`config.mk`:
```
export PLATFORM = sky130hd
export DESIGN_NAME = periph_shell
export DESIGN_NICKNAME = d
export VERILOG_FILES = /design/src/verilog/soc_pkg.sv /design/src/verilog/periph_reg_if.sv /design/src/verilog/irq_gateway.sv /design/src/verilog/periph_shell.sv /design/src/verilog/reg_bus_router.sv /design/src/verilog/rtc_clint.sv
export SDC_FILE = /design/constraint.sdc
export NUM_CORES = 1
export LEC_CHECK = 0
export ABC_AREA = 1
export ABC_CLOCK_PERIOD_IN_PS = 4900
export BUFFER_PORTS_ARGS = -buffer_cell sky130_fd_sc_hd__buf_2
export CORE_MARGIN = 4
export CORE_UTILIZATION = 50
export CTS_CLUSTER_DIAMETER = 60
export CTS_CLUSTER_SIZE = 25
export DETAILED_ROUTE_END_ITERATION = 8
export PLACE_DENSITY = 0.71
export SLEW_MARGIN = 20
export SYNTH_ARGS = -nofsm -noshare
export SYNTH_HDL_FRONTEND = slang
export SYNTH_SLANG_ARGS = --single-unit
```
`constraint.sdc`:
```
create_clock -name clk -period 4.9 [get_ports clk]
set_input_delay 0.98 -clock clk [delete_from_list [all_inputs] [get_ports clk]]
set_output_delay 0.98 -clock clk [all_outputs]
set_load 0.02 [all_outputs]
```
`src/verilog/soc_pkg.sv`:
```
`default_nettype none

package soc_pkg;

  // --------------------
  // widths
  // --------------------
  // bus data word, also the width of mtime and mtimecmp
  typedef logic [31:0] word_t;
  // byte address on the register bus
  typedef logic [31:0] addr_t;
  // register offset inside a region
  typedef logic [7:0]  offset_t;

  // --------------------
  // address map
  // --------------------
  localparam addr_t ClintBase    = 32'h0200_0000;
  localparam addr_t PlicBase     = 32'h0C00_0000;
  localparam addr_t RegionLength = 32'h0000_0100;

  // timer registers
  localparam offset_t MtimeOffset    = 8'h00;
  localparam offset_t MtimecmpOffset = 8'h04;

  // interrupt controller registers
  localparam offset_t PendingOffset = 8'h00;
  localparam offset_t EnableOffset  = 8'h04;
  // read returns lowest pending and enabled source as index+1
  localparam offset_t ClaimOffset   = 8'h08;

  // --------------------
  // parameter defaults
  // --------------------
  // external interrupt sources, at most one bus word
  localparam int unsigned NumSourcesDefault = 8;
  // clk cycles per half period of rtc
  localparam int unsigned RtcDivideDefault  = 50;

endpackage

`default_nettype wire
```
`src/verilog/periph_reg_if.sv`:
```
`timescale 1ns/1ps
`default_nettype none

// single-cycle register access, no handshake
interface periph_reg_if import soc_pkg::*; ();

  logic    sel;
  logic    write;
  offset_t offset;
  word_t   wdata;
  // combinational read data from the peripheral
  word_t   rdata;

  modport router (
    output sel,
    output write,
    output offset,
    output wdata,
    input  rdata
  );

  modport periph (
    input  sel,
    input  write,
    input  offset,
    input  wdata,
    output rdata
  );

endinterface

`default_nettype wire

```
`src/verilog/irq_gateway.sv`:
```
`timescale 1ns/1ps
`default_nettype none

module irq_gateway import soc_pkg::*; #(
  parameter int unsigned NumSources = NumSourcesDefault
) (
  input  wire logic                  clk,
  input  wire logic                  ndmreset_n,
  periph_reg_if.periph               bus,
  input  wire logic [NumSources-1:0] irq_sources_i,
  output logic                       ext_irq_o
);

  logic [NumSources-1:0] src_q;
  logic [NumSources-1:0] src_rise;
  logic [NumSources-1:0] pending_q;
  logic [NumSources-1:0] enable_q;
  logic [NumSources-1:0] active;
  logic [NumSources-1:0] claim_mask;
  logic                  claim_rd;
  logic                  wr_enable;
  word_t                 claim_id;

  // --------------------
  // edge capture
  // --------------------
  assign src_rise = irq_sources_i & ~src_q;
  assign active   = pending_q & enable_q;

  assign claim_rd  = bus.sel && !bus.write && (bus.offset == ClaimOffset);
  assign wr_enable = bus.sel && bus.write && (bus.offset == EnableOffset);

  // lowest index wins, so scan from the top down
  always_comb begin
    claim_id   = '0;
    claim_mask = '0;
    for (int i = NumSources - 1; i >= 0; i--) begin
      if (active[i]) begin
        claim_id      = word_t'(i + 1);
        claim_mask    = '0;
        claim_mask[i] = 1'b1;
      end
    end
  end

  always_ff @(posedge clk or negedge ndmreset_n) begin
    if (!ndmreset_n) begin
      src_q     <= '0;
      pending_q <= '0;
      enable_q  <= '0;
      ext_irq_o <= 1'b0;
    end else begin
      src_q <= irq_sources_i;
      // a new edge in the claim cycle is kept
      pending_q <= (pending_q & ~(claim_rd ? claim_mask : '0)) | src_rise;
      if (wr_enable) begin
        enable_q <= bus.wdata[NumSources-1:0];
      end
      ext_irq_o <= |active;
    end
  end

  // --------------------
  // register read
  // --------------------
  always_comb begin
    unique case (bus.offset)
      PendingOffset: bus.rdata = word_t'(pending_q);
      EnableOffset:  bus.rdata = word_t'(enable_q);
      ClaimOffset:   bus.rdata = claim_id;
      default:       bus.rdata = '0;
    endcase
  end

  claim_only_enabled: assert property (
    @(posedge clk) disable iff (!ndmreset_n)
    (claim_rd && (claim_id != '0)) |-> enable_q[claim_id - 1]
  );

endmodule

`default_nettype wire

```
`src/verilog/periph_shell.sv`:
```
`timescale 1ns/1ps
`default_nettype none

module periph_shell import soc_pkg::*; #(
  parameter int unsigned NumSources = NumSourcesDefault,
  parameter int unsigned RtcDivide  = RtcDivideDefault
) (
  input  wire logic                  clk,
  input  wire logic                  ndmreset_n,
  // request
  input  wire logic                  req_valid_i,
  output logic                       req_ready_o,
  input  wire addr_t                 req_addr_i,
  input  wire logic                  req_write_i,
  input  wire word_t                 req_wdata_i,
  // response
  output logic                       rsp_valid_o,
  input  wire logic                  rsp_ready_i,
  output word_t                      rsp_rdata_o,
  output logic                       rsp_error_o,
  // interrupts
  input  wire logic [NumSources-1:0] irq_sources_i,
  output logic                       timer_irq_o,
  output logic                       ext_irq_o
);

  periph_reg_if clint_if ();
  periph_reg_if plic_if ();

  reg_bus_router i_router (
    .clk         ( clk         ),
    .ndmreset_n  ( ndmreset_n  ),
    .req_valid_i ( req_valid_i ),
    .req_ready_o ( req_ready_o ),
    .req_addr_i  ( req_addr_i  ),
    .req_write_i ( req_write_i ),
    .req_wdata_i ( req_wdata_i ),
    .rsp_valid_o ( rsp_valid_o ),
    .rsp_ready_i ( rsp_ready_i ),
    .rsp_rdata_o ( rsp_rdata_o ),
    .rsp_error_o ( rsp_error_o ),
    .clint_bus   ( clint_if    ),
    .plic_bus    ( plic_if     )
  );

  // --------------------
  // peripherals
  // --------------------
  rtc_clint #(
    .RtcDivide ( RtcDivide )
  ) i_clint (
    .clk         ( clk         ),
    .ndmreset_n  ( ndmreset_n  ),
    .bus         ( clint_if    ),
    .timer_irq_o ( timer_irq_o )
  );

  irq_gateway #(
    .NumSources ( NumSources )
  ) i_plic (
    .clk           ( clk           ),
    .ndmreset_n    ( ndmreset_n    ),
    .bus           ( plic_if       ),
    .irq_sources_i ( irq_sources_i ),
    .ext_irq_o     ( ext_irq_o     )
  );

endmodule

`default_nettype wire

```
`src/verilog/reg_bus_router.sv`:
```
`timescale 1ns/1ps
`default_nettype none

module reg_bus_router import soc_pkg::*; (
  input  wire logic    clk,
  input  wire logic    ndmreset_n,
  input  wire logic    req_valid_i,
  output logic         req_ready_o,
  input  wire addr_t   req_addr_i,
  input  wire logic    req_write_i,
  input  wire word_t   req_wdata_i,
  output logic         rsp_valid_o,
  input  wire logic    rsp_ready_i,
  output word_t        rsp_rdata_o,
  output logic         rsp_error_o,
  periph_reg_if.router clint_bus,
  periph_reg_if.router plic_bus
);

  typedef enum logic {
    RspEmpty,
    RspHeld
  } rsp_state_e;

  rsp_state_e state_q;
  rsp_state_e state_d;
  logic       req_fire;
  logic       rsp_fire;
  logic       clint_hit;
  logic       plic_hit;
  word_t      rdata_d;

  // --------------------
  // handshake
  // --------------------
  assign rsp_valid_o = (state_q == RspHeld);
  // a new request may enter while the held response leaves
  assign req_ready_o = (state_q == RspEmpty) || rsp_ready_i;
  assign req_fire    = req_valid_i && req_ready_o;
  assign rsp_fire    = rsp_valid_o && rsp_ready_i;

  always_comb begin
    state_d = state_q;
    if (rsp_fire) begin
      state_d = RspEmpty;
    end
    if (req_fire) begin
      state_d = RspHeld;
    end
  end

  always_ff @(posedge clk or negedge ndmreset_n) begin
    if (!ndmreset_n) begin
      state_q <= RspEmpty;
    end else begin
      state_q <= state_d;
    end
  end

  // --------------------
  // address decode
  // --------------------
  assign clint_hit = (req_addr_i >= ClintBase) && (req_addr_i < ClintBase + RegionLength);
  assign plic_hit  = (req_addr_i >= PlicBase) && (req_addr_i < PlicBase + RegionLength);

  assign clint_bus.sel    = req_fire && clint_hit;
  assign clint_bus.write  = req_write_i;
  assign clint_bus.offset = req_addr_i[$bits(offset_t)-1:0];
  assign clint_bus.wdata  = req_wdata_i;

  assign plic_bus.sel    = req_fire && plic_hit;
  assign plic_bus.write  = req_write_i;
  assign plic_bus.offset = req_addr_i[$bits(offset_t)-1:0];
  assign plic_bus.wdata  = req_wdata_i;

  // unmapped gives zero data
  assign rdata_d = clint_hit ? clint_bus.rdata : (plic_hit ? plic_bus.rdata : '0);

  always_ff @(posedge clk) begin
    if (req_fire) begin
      rsp_rdata_o <= rdata_d;
      rsp_error_o <= !(clint_hit || plic_hit);
    end
  end

  one_region_selected: assert property (
    @(posedge clk) disable iff (!ndmreset_n)
    !(clint_bus.sel && plic_bus.sel)
  );

endmodule

`default_nettype wire

```
`src/verilog/rtc_clint.sv`:
```
`timescale 1ns/1ps
`default_nettype none

module rtc_clint import soc_pkg::*; #(
  parameter int unsigned RtcDivide = RtcDivideDefault
) (
  input  wire logic     clk,
  input  wire logic     ndmreset_n,
  periph_reg_if.periph  bus,
  output logic          timer_irq_o
);

  localparam int unsigned CntWidth = $clog2(RtcDivide + 1);

  logic [CntWidth-1:0] rtc_cnt_q;
  logic                rtc_q;
  logic                rtc_dly_q;
  logic                rtc_tick;
  logic                wr_mtime;
  logic                wr_mtimecmp;
  word_t               mtime_q;
  word_t               mtimecmp_q;

  // --------------------
  // rtc divider
  // --------------------
  always_ff @(posedge clk or negedge ndmreset_n) begin
    if (!ndmreset_n) begin
      rtc_cnt_q <= '0;
      rtc_q     <= 1'b0;
      rtc_dly_q <= 1'b0;
    end else begin
      rtc_dly_q <= rtc_q;
      if (rtc_cnt_q == CntWidth'(RtcDivide - 1)) begin
        rtc_cnt_q <= '0;
        rtc_q     <= ~rtc_q;
      end else begin
        rtc_cnt_q <= rtc_cnt_q + 1'b1;
      end
    end
  end

  // high in the cycle after rtc rises
  assign rtc_tick = rtc_q & ~rtc_dly_q;

  // --------------------
  // timer registers
  // --------------------
  assign wr_mtime    = bus.sel && bus.write && (bus.offset == MtimeOffset);
  assign wr_mtimecmp = bus.sel && bus.write && (bus.offset == MtimecmpOffset);

  always_ff @(posedge clk or negedge ndmreset_n) begin
    if (!ndmreset_n) begin
      mtime_q     <= '0;
      mtimecmp_q  <= '1;
      timer_irq_o <= 1'b0;
    end else begin
      // software write wins over the rtc increment
      if (wr_mtime) begin
        mtime_q <= bus.wdata;
      end else if (rtc_tick) begin
        mtime_q <= mtime_q + 1'b1;
      end
      if (wr_mtimecmp) begin
        mtimecmp_q <= bus.wdata;
      end
      timer_irq_o <= (mtime_q >= mtimecmp_q);
    end
  end

  always_comb begin
    unique case (bus.offset)
      MtimeOffset:    bus.rdata = mtime_q;
      MtimecmpOffset: bus.rdata = mtimecmp_q;
      default:        bus.rdata = '0;
    endcase
  end

  divider_in_range: assert property (
    @(posedge clk) disable iff (!ndmreset_n)
    rtc_cnt_q < CntWidth'(RtcDivide)
  );

endmodule

`default_nettype wire

```
==> results by stage <==
Setup path:
- The number of cells on the worst reg-to-reg path is 11.
- The start-to-end type of the worst setup path is in -> reg.
- The worst-path maximum fanout is 64.
- Walking the worst path, the cells encountered are buf_2 > nor2_2 > inv_2 > nor3_2 > nand2_1 > clkinv_2 > nand3_4 > o21ai_2.
- The logic depth of the worst path, buffers included is 8.
- The kind of capture point of the worst setup path is a register.
- The required time at the worst-slack endpoint is 5.23 ns.
- STA classifies the critical path startpoint as an input pin.
- The sum of buffers and inverters on the critical path is 3.
- The cell family contributing the most delay on the critical path is simple AND/OR/NAND/NOR gates.
- The data arrival time of the critical path is 3.31 ns.
- The delay of the slowest cell on the worst path is 0.78 ns.
- Among all stages on the critical path, the largest delay is contributed by sky130_fd_sc_hd__nand3_4.

Pwr:
- Power spread over the standard cell area amounts to 280 nW/um2.
- The design draws 2.59 mW.
- The share of total power dissipated in sequential elements is 0.444.
- The internal power of the cells totals 2.00 mW.
- In this run the power spent charging and discharging nets is 0.595 mW.
- The share of total power consumed by net switching is 0.230.
- The clock share of power is 0.508.
- For this design the static power due to leakage is 4.17 nW.
- The portion of total power attributed to combinational logic is 0.047.
- VDD sags by at most 0.260 mV.

Logic synthesis:
- During synthesis, Yosys emitted a total of 0 warnings.
- The fraction of registers with async set/reset is 0.750.
- Of all cell types, the one taking the most synthesized area is sky130_fd_sc_hd__dfrtp_1.
- For this run, the register share of the synthesized area comes to 0.442.
- After synthesis, the cell types taking the most area are sky130_fd_sc_hd__dfrtp_1 (21%), sky130_fd_sc_hd__nand2_1 (15%), sky130_fd_sc_hd__edfxtp_1 (12%).
- After synthesis, the most frequently instantiated cells are sky130_fd_sc_hd__nand2_1 (321), sky130_fd_sc_hd__inv_1 (140), sky130_fd_sc_hd__nand3_1 (91).
- Of the post-synthesis cell area, the dominant cell type holds 0.211.
- Among all cell types in the netlist, the one instantiated most often is sky130_fd_sc_hd__nand2_1.
- The netlist uses 41 different library cells.
- The most frequently used flop master after synthesis is sky130_fd_sc_hd__dfrtp_1.
- The number of nets handed over by synthesis was 1137.
- Summing every instance area after synthesis gives 7940 um2.
- The synthesized area per cell is 7.75 um2.
- The number of flops mapped to enable cells by yosys is 33.
- The gate count after technology mapping is 1025.
- The total of flip-flops plus latches after synthesis is 132.

Route:
- After detailed routing, the number of vias per cell comes to 5.06.
- The wire length per cell is 13.9 um.
- The first TritonRoute pass finished after 6 iterations.
- For this block, the via count after detailed routing is 6873.
- The iteration-0 DRC count of the detailed router is 618.
- The routed wire length is 18.9 mm.
- The number of remaining DRC errors is 0.
- In this run the remaining antenna-violating nets after routing total 0.

Job:
- The max capacitance violation total is 0.

STA:
- At the pin with the least slew margin, the transition time is 0.912 ns.
- The clock period minus final worst setup slack is 2.97 ns.
- The final number of hold-violating endpoints is 0.
- Across the routed clock network, the largest skew measured is 0.00871 ns.
- Timing would allow up to 336 MHz.
- Of the available clock period, the critical path in the final layout requires 0.607.
- The max-slew violation count is 0.
- For the final routed database, the setup TNS stands at 0 ns.
- Setup repair after global routing left no endpoint under its margin.
- The final setup violation count is 0.
- The headroom to the max-slew limit is 0.392.

Die:
- The initial standard-cell utilization of the core is 0.516.
- The core area is 15400 um2.
- The die is 134 um wide.
- The I/O pin count is 114.
- The number of core rows is 45.
- The die covers 18000 um2.
- From bottom edge to top edge, the die measures 134 um.

Clocking:
- After clock tree synthesis, the clock-pin slew on the worst setup and hold paths is 0.06 ns.
- The tree is rooted in a sky130_fd_sc_hd__clkbuf_16.
- The H-tree depth reported by CTS is 4.
- The number of gates resized after CTS was 0.
- The clock latency on the worst-skew pair is 0.43 ns.
- TritonCTS built the clock tree.
- The number of sinks on the clock net is 132.
- The number of clock buffers added by TritonCTS is 17.
- Buffers added to address setup during post-CTS repair amount to 0.
- The maximum buffer depth of the clock tree is 2.
- Buffers inserted to repair hold after CTS numbered 0.

Final layout:
- The number of fillers in the final layout is 1395.
- The final core utilization is 0.602.
- 0 antenna diodes ended up in the layout.
- In the final layout, flip-flops and latches occupy 3510 um2.
- The post-layout net count is 1247.
- The fraction of layout instances using a drive strength above 1 is 0.206.
- The synthesis-to-layout area growth is 16.5%.
- The area of combinational cells with multiple inputs is 3700 um2.
- The post-layout instance count excluding filler cells is 1359.

GRT:
- The first global-routing pass estimated 31.1 mm of wire.
- The largest net degree at the start of global routing is 70.
- Across every metal layer, demand over resource in global routing totals 0.215.
- The initial antenna violation count is 0.
- Summed over all layers, the global routing overflow is 0.
- The via count of the first global-routing pass is 6382.

Placement:
- The number of placed instances with taps included is 1327.
- The final estimated routing congestion in global placement is 0.924.
- The total half-perimeter wirelength after legalization and detailed placement is 13.6 mm.
- The count of buffers added on input and output ports is 113.

Min path:
- The number of stages on the worst hold path is 0.
- The worst min-delay path class is reg -> reg.

Outcome:
- The run finished with clean final reports.
## kinds of logic (layout without fill, tap and decap cells)
family	count (synthesis)	count (layout)	share of synthesized area
compound gates	124	124	0.0988
fa+ha+maj	35	35	0.0552
xor+xnor	21	21	0.0232
buf+inv	173	296	0.0925
flops	132	132	0.442
simple gates	540	540	0.288
## flip-flops by register name, summed over array words and instances (netlist names)
| name | cells |
|---|---|
| i_plic.pending_q | 8 |
| i_plic.enable_q | 8 |
| i_router.rsp_rdata_o | 32 |
| i_router.rsp_error_o | 1 |
| i_router.rsp_valid_o | 1 |
| i_clint.rtc_dly_q | 1 |
| i_clint.rtc_q | 1 |
| i_clint.rtc_cnt_q | 6 |
| i_plic.ext_irq_o | 1 |
| i_clint.mtime_q | 32 |
| i_clint.timer_irq_o | 1 |
| i_plic.src_q | 8 |
| i_clint.mtimecmp_q | 32 |
## power by group through the flow
stage	Combinational [mW]	Sequential [mW]	Clock [mW]
finish	0.122	1.15	1.32
global route	0.137	1.15	1.38
CTS	0.125	1.15	1.33
detailed placement	0.125	1.17	0
global placement	0.123	1.17	0
floorplan	0.0301	1.19	0
## metal layers
metal / GRT usage / part of all wire / vias up
met1: 0.303 / 0.48 / 3147
met5: 0 / 0 / -
met3: 0.0416 / 0.049 / 24
li1: - / - / 3507
met2: 0.344 / 0.46 / 195
met4: 0.0514 / 0.012 / 0
## cell usage in the layout, fill, tap and decap left out, types with 2 or more instances in the layout
cell,n
sky130_fd_sc_hd__a21o_1,3
sky130_fd_sc_hd__a21oi_1,41
sky130_fd_sc_hd__buf_2,112
sky130_fd_sc_hd__buf_4,8
sky130_fd_sc_hd__clkbuf_16,20
sky130_fd_sc_hd__clkinv_2,2
sky130_fd_sc_hd__clkinv_4,3
sky130_fd_sc_hd__dfrtp_1,67
sky130_fd_sc_hd__dfstp_2,32
sky130_fd_sc_hd__edfxtp_1,33
sky130_fd_sc_hd__ha_1,35
sky130_fd_sc_hd__inv_1,140
sky130_fd_sc_hd__inv_2,2
sky130_fd_sc_hd__inv_4,2
sky130_fd_sc_hd__inv_6,3
sky130_fd_sc_hd__nand2_1,321
sky130_fd_sc_hd__nand3_1,91
sky130_fd_sc_hd__nand3_4,2
sky130_fd_sc_hd__nand3b_1,6
sky130_fd_sc_hd__nand4_1,8
sky130_fd_sc_hd__nor2_1,83
sky130_fd_sc_hd__nor2_2,9
sky130_fd_sc_hd__nor3_1,11
sky130_fd_sc_hd__nor3_2,2
sky130_fd_sc_hd__o211ai_1,10
sky130_fd_sc_hd__o21ai_0,29
sky130_fd_sc_hd__o21ai_1,4
sky130_fd_sc_hd__o21ai_2,32
sky130_fd_sc_hd__or2_2,2
sky130_fd_sc_hd__xnor2_1,5
sky130_fd_sc_hd__xor2_1,16
## metrics by stage
| step | setup WS, ns | hold WS, ns | area (um2) |
|---|---|---|---|
| floorplan | 2.02 | 0.392 | 7940 |
| global placement | 1.60 | 0.407 | 8630 |
| detailed placement | 1.50 | 0.418 | 8630 |
| CTS | 1.92 | 0.433 | 9250 |
| global route | 1.66 | 0.450 | 9250 |
| finish | 1.93 | 0.421 | 9250 |
## final timing paths
| check | start | end | slack (ns) |
|---|---|---|---|
| min in group asynchronous | ndmreset_n | i_plic.src_q[1] | 0.66 |
| worst min-delay path | i_clint.rtc_q | i_clint.rtc_dly_q | 0.42 |
| worst min register to register | i_clint.rtc_q | i_clint.rtc_dly_q | 0.42 |
| worst max register to register | i_clint.rtc_q | i_clint.mtime_q[18] | 2.72 |
| max in group asynchronous | ndmreset_n | i_clint.mtimecmp_q[24] | 3.22 |
| worst max-delay path | req_addr_i[1] | i_clint.mtimecmp_q[27] | 1.93 |
## area by class of cell
class,instances,area share
multi-input combinational,720,0.399
sequential,132,0.379
timing repair buffer,120,0.0671
inverter,144,0.0586
clock buffer,21,0.0556
tap,211,0.0285
clock inverter,11,0.0116
(Power assumes the default switching activity.)
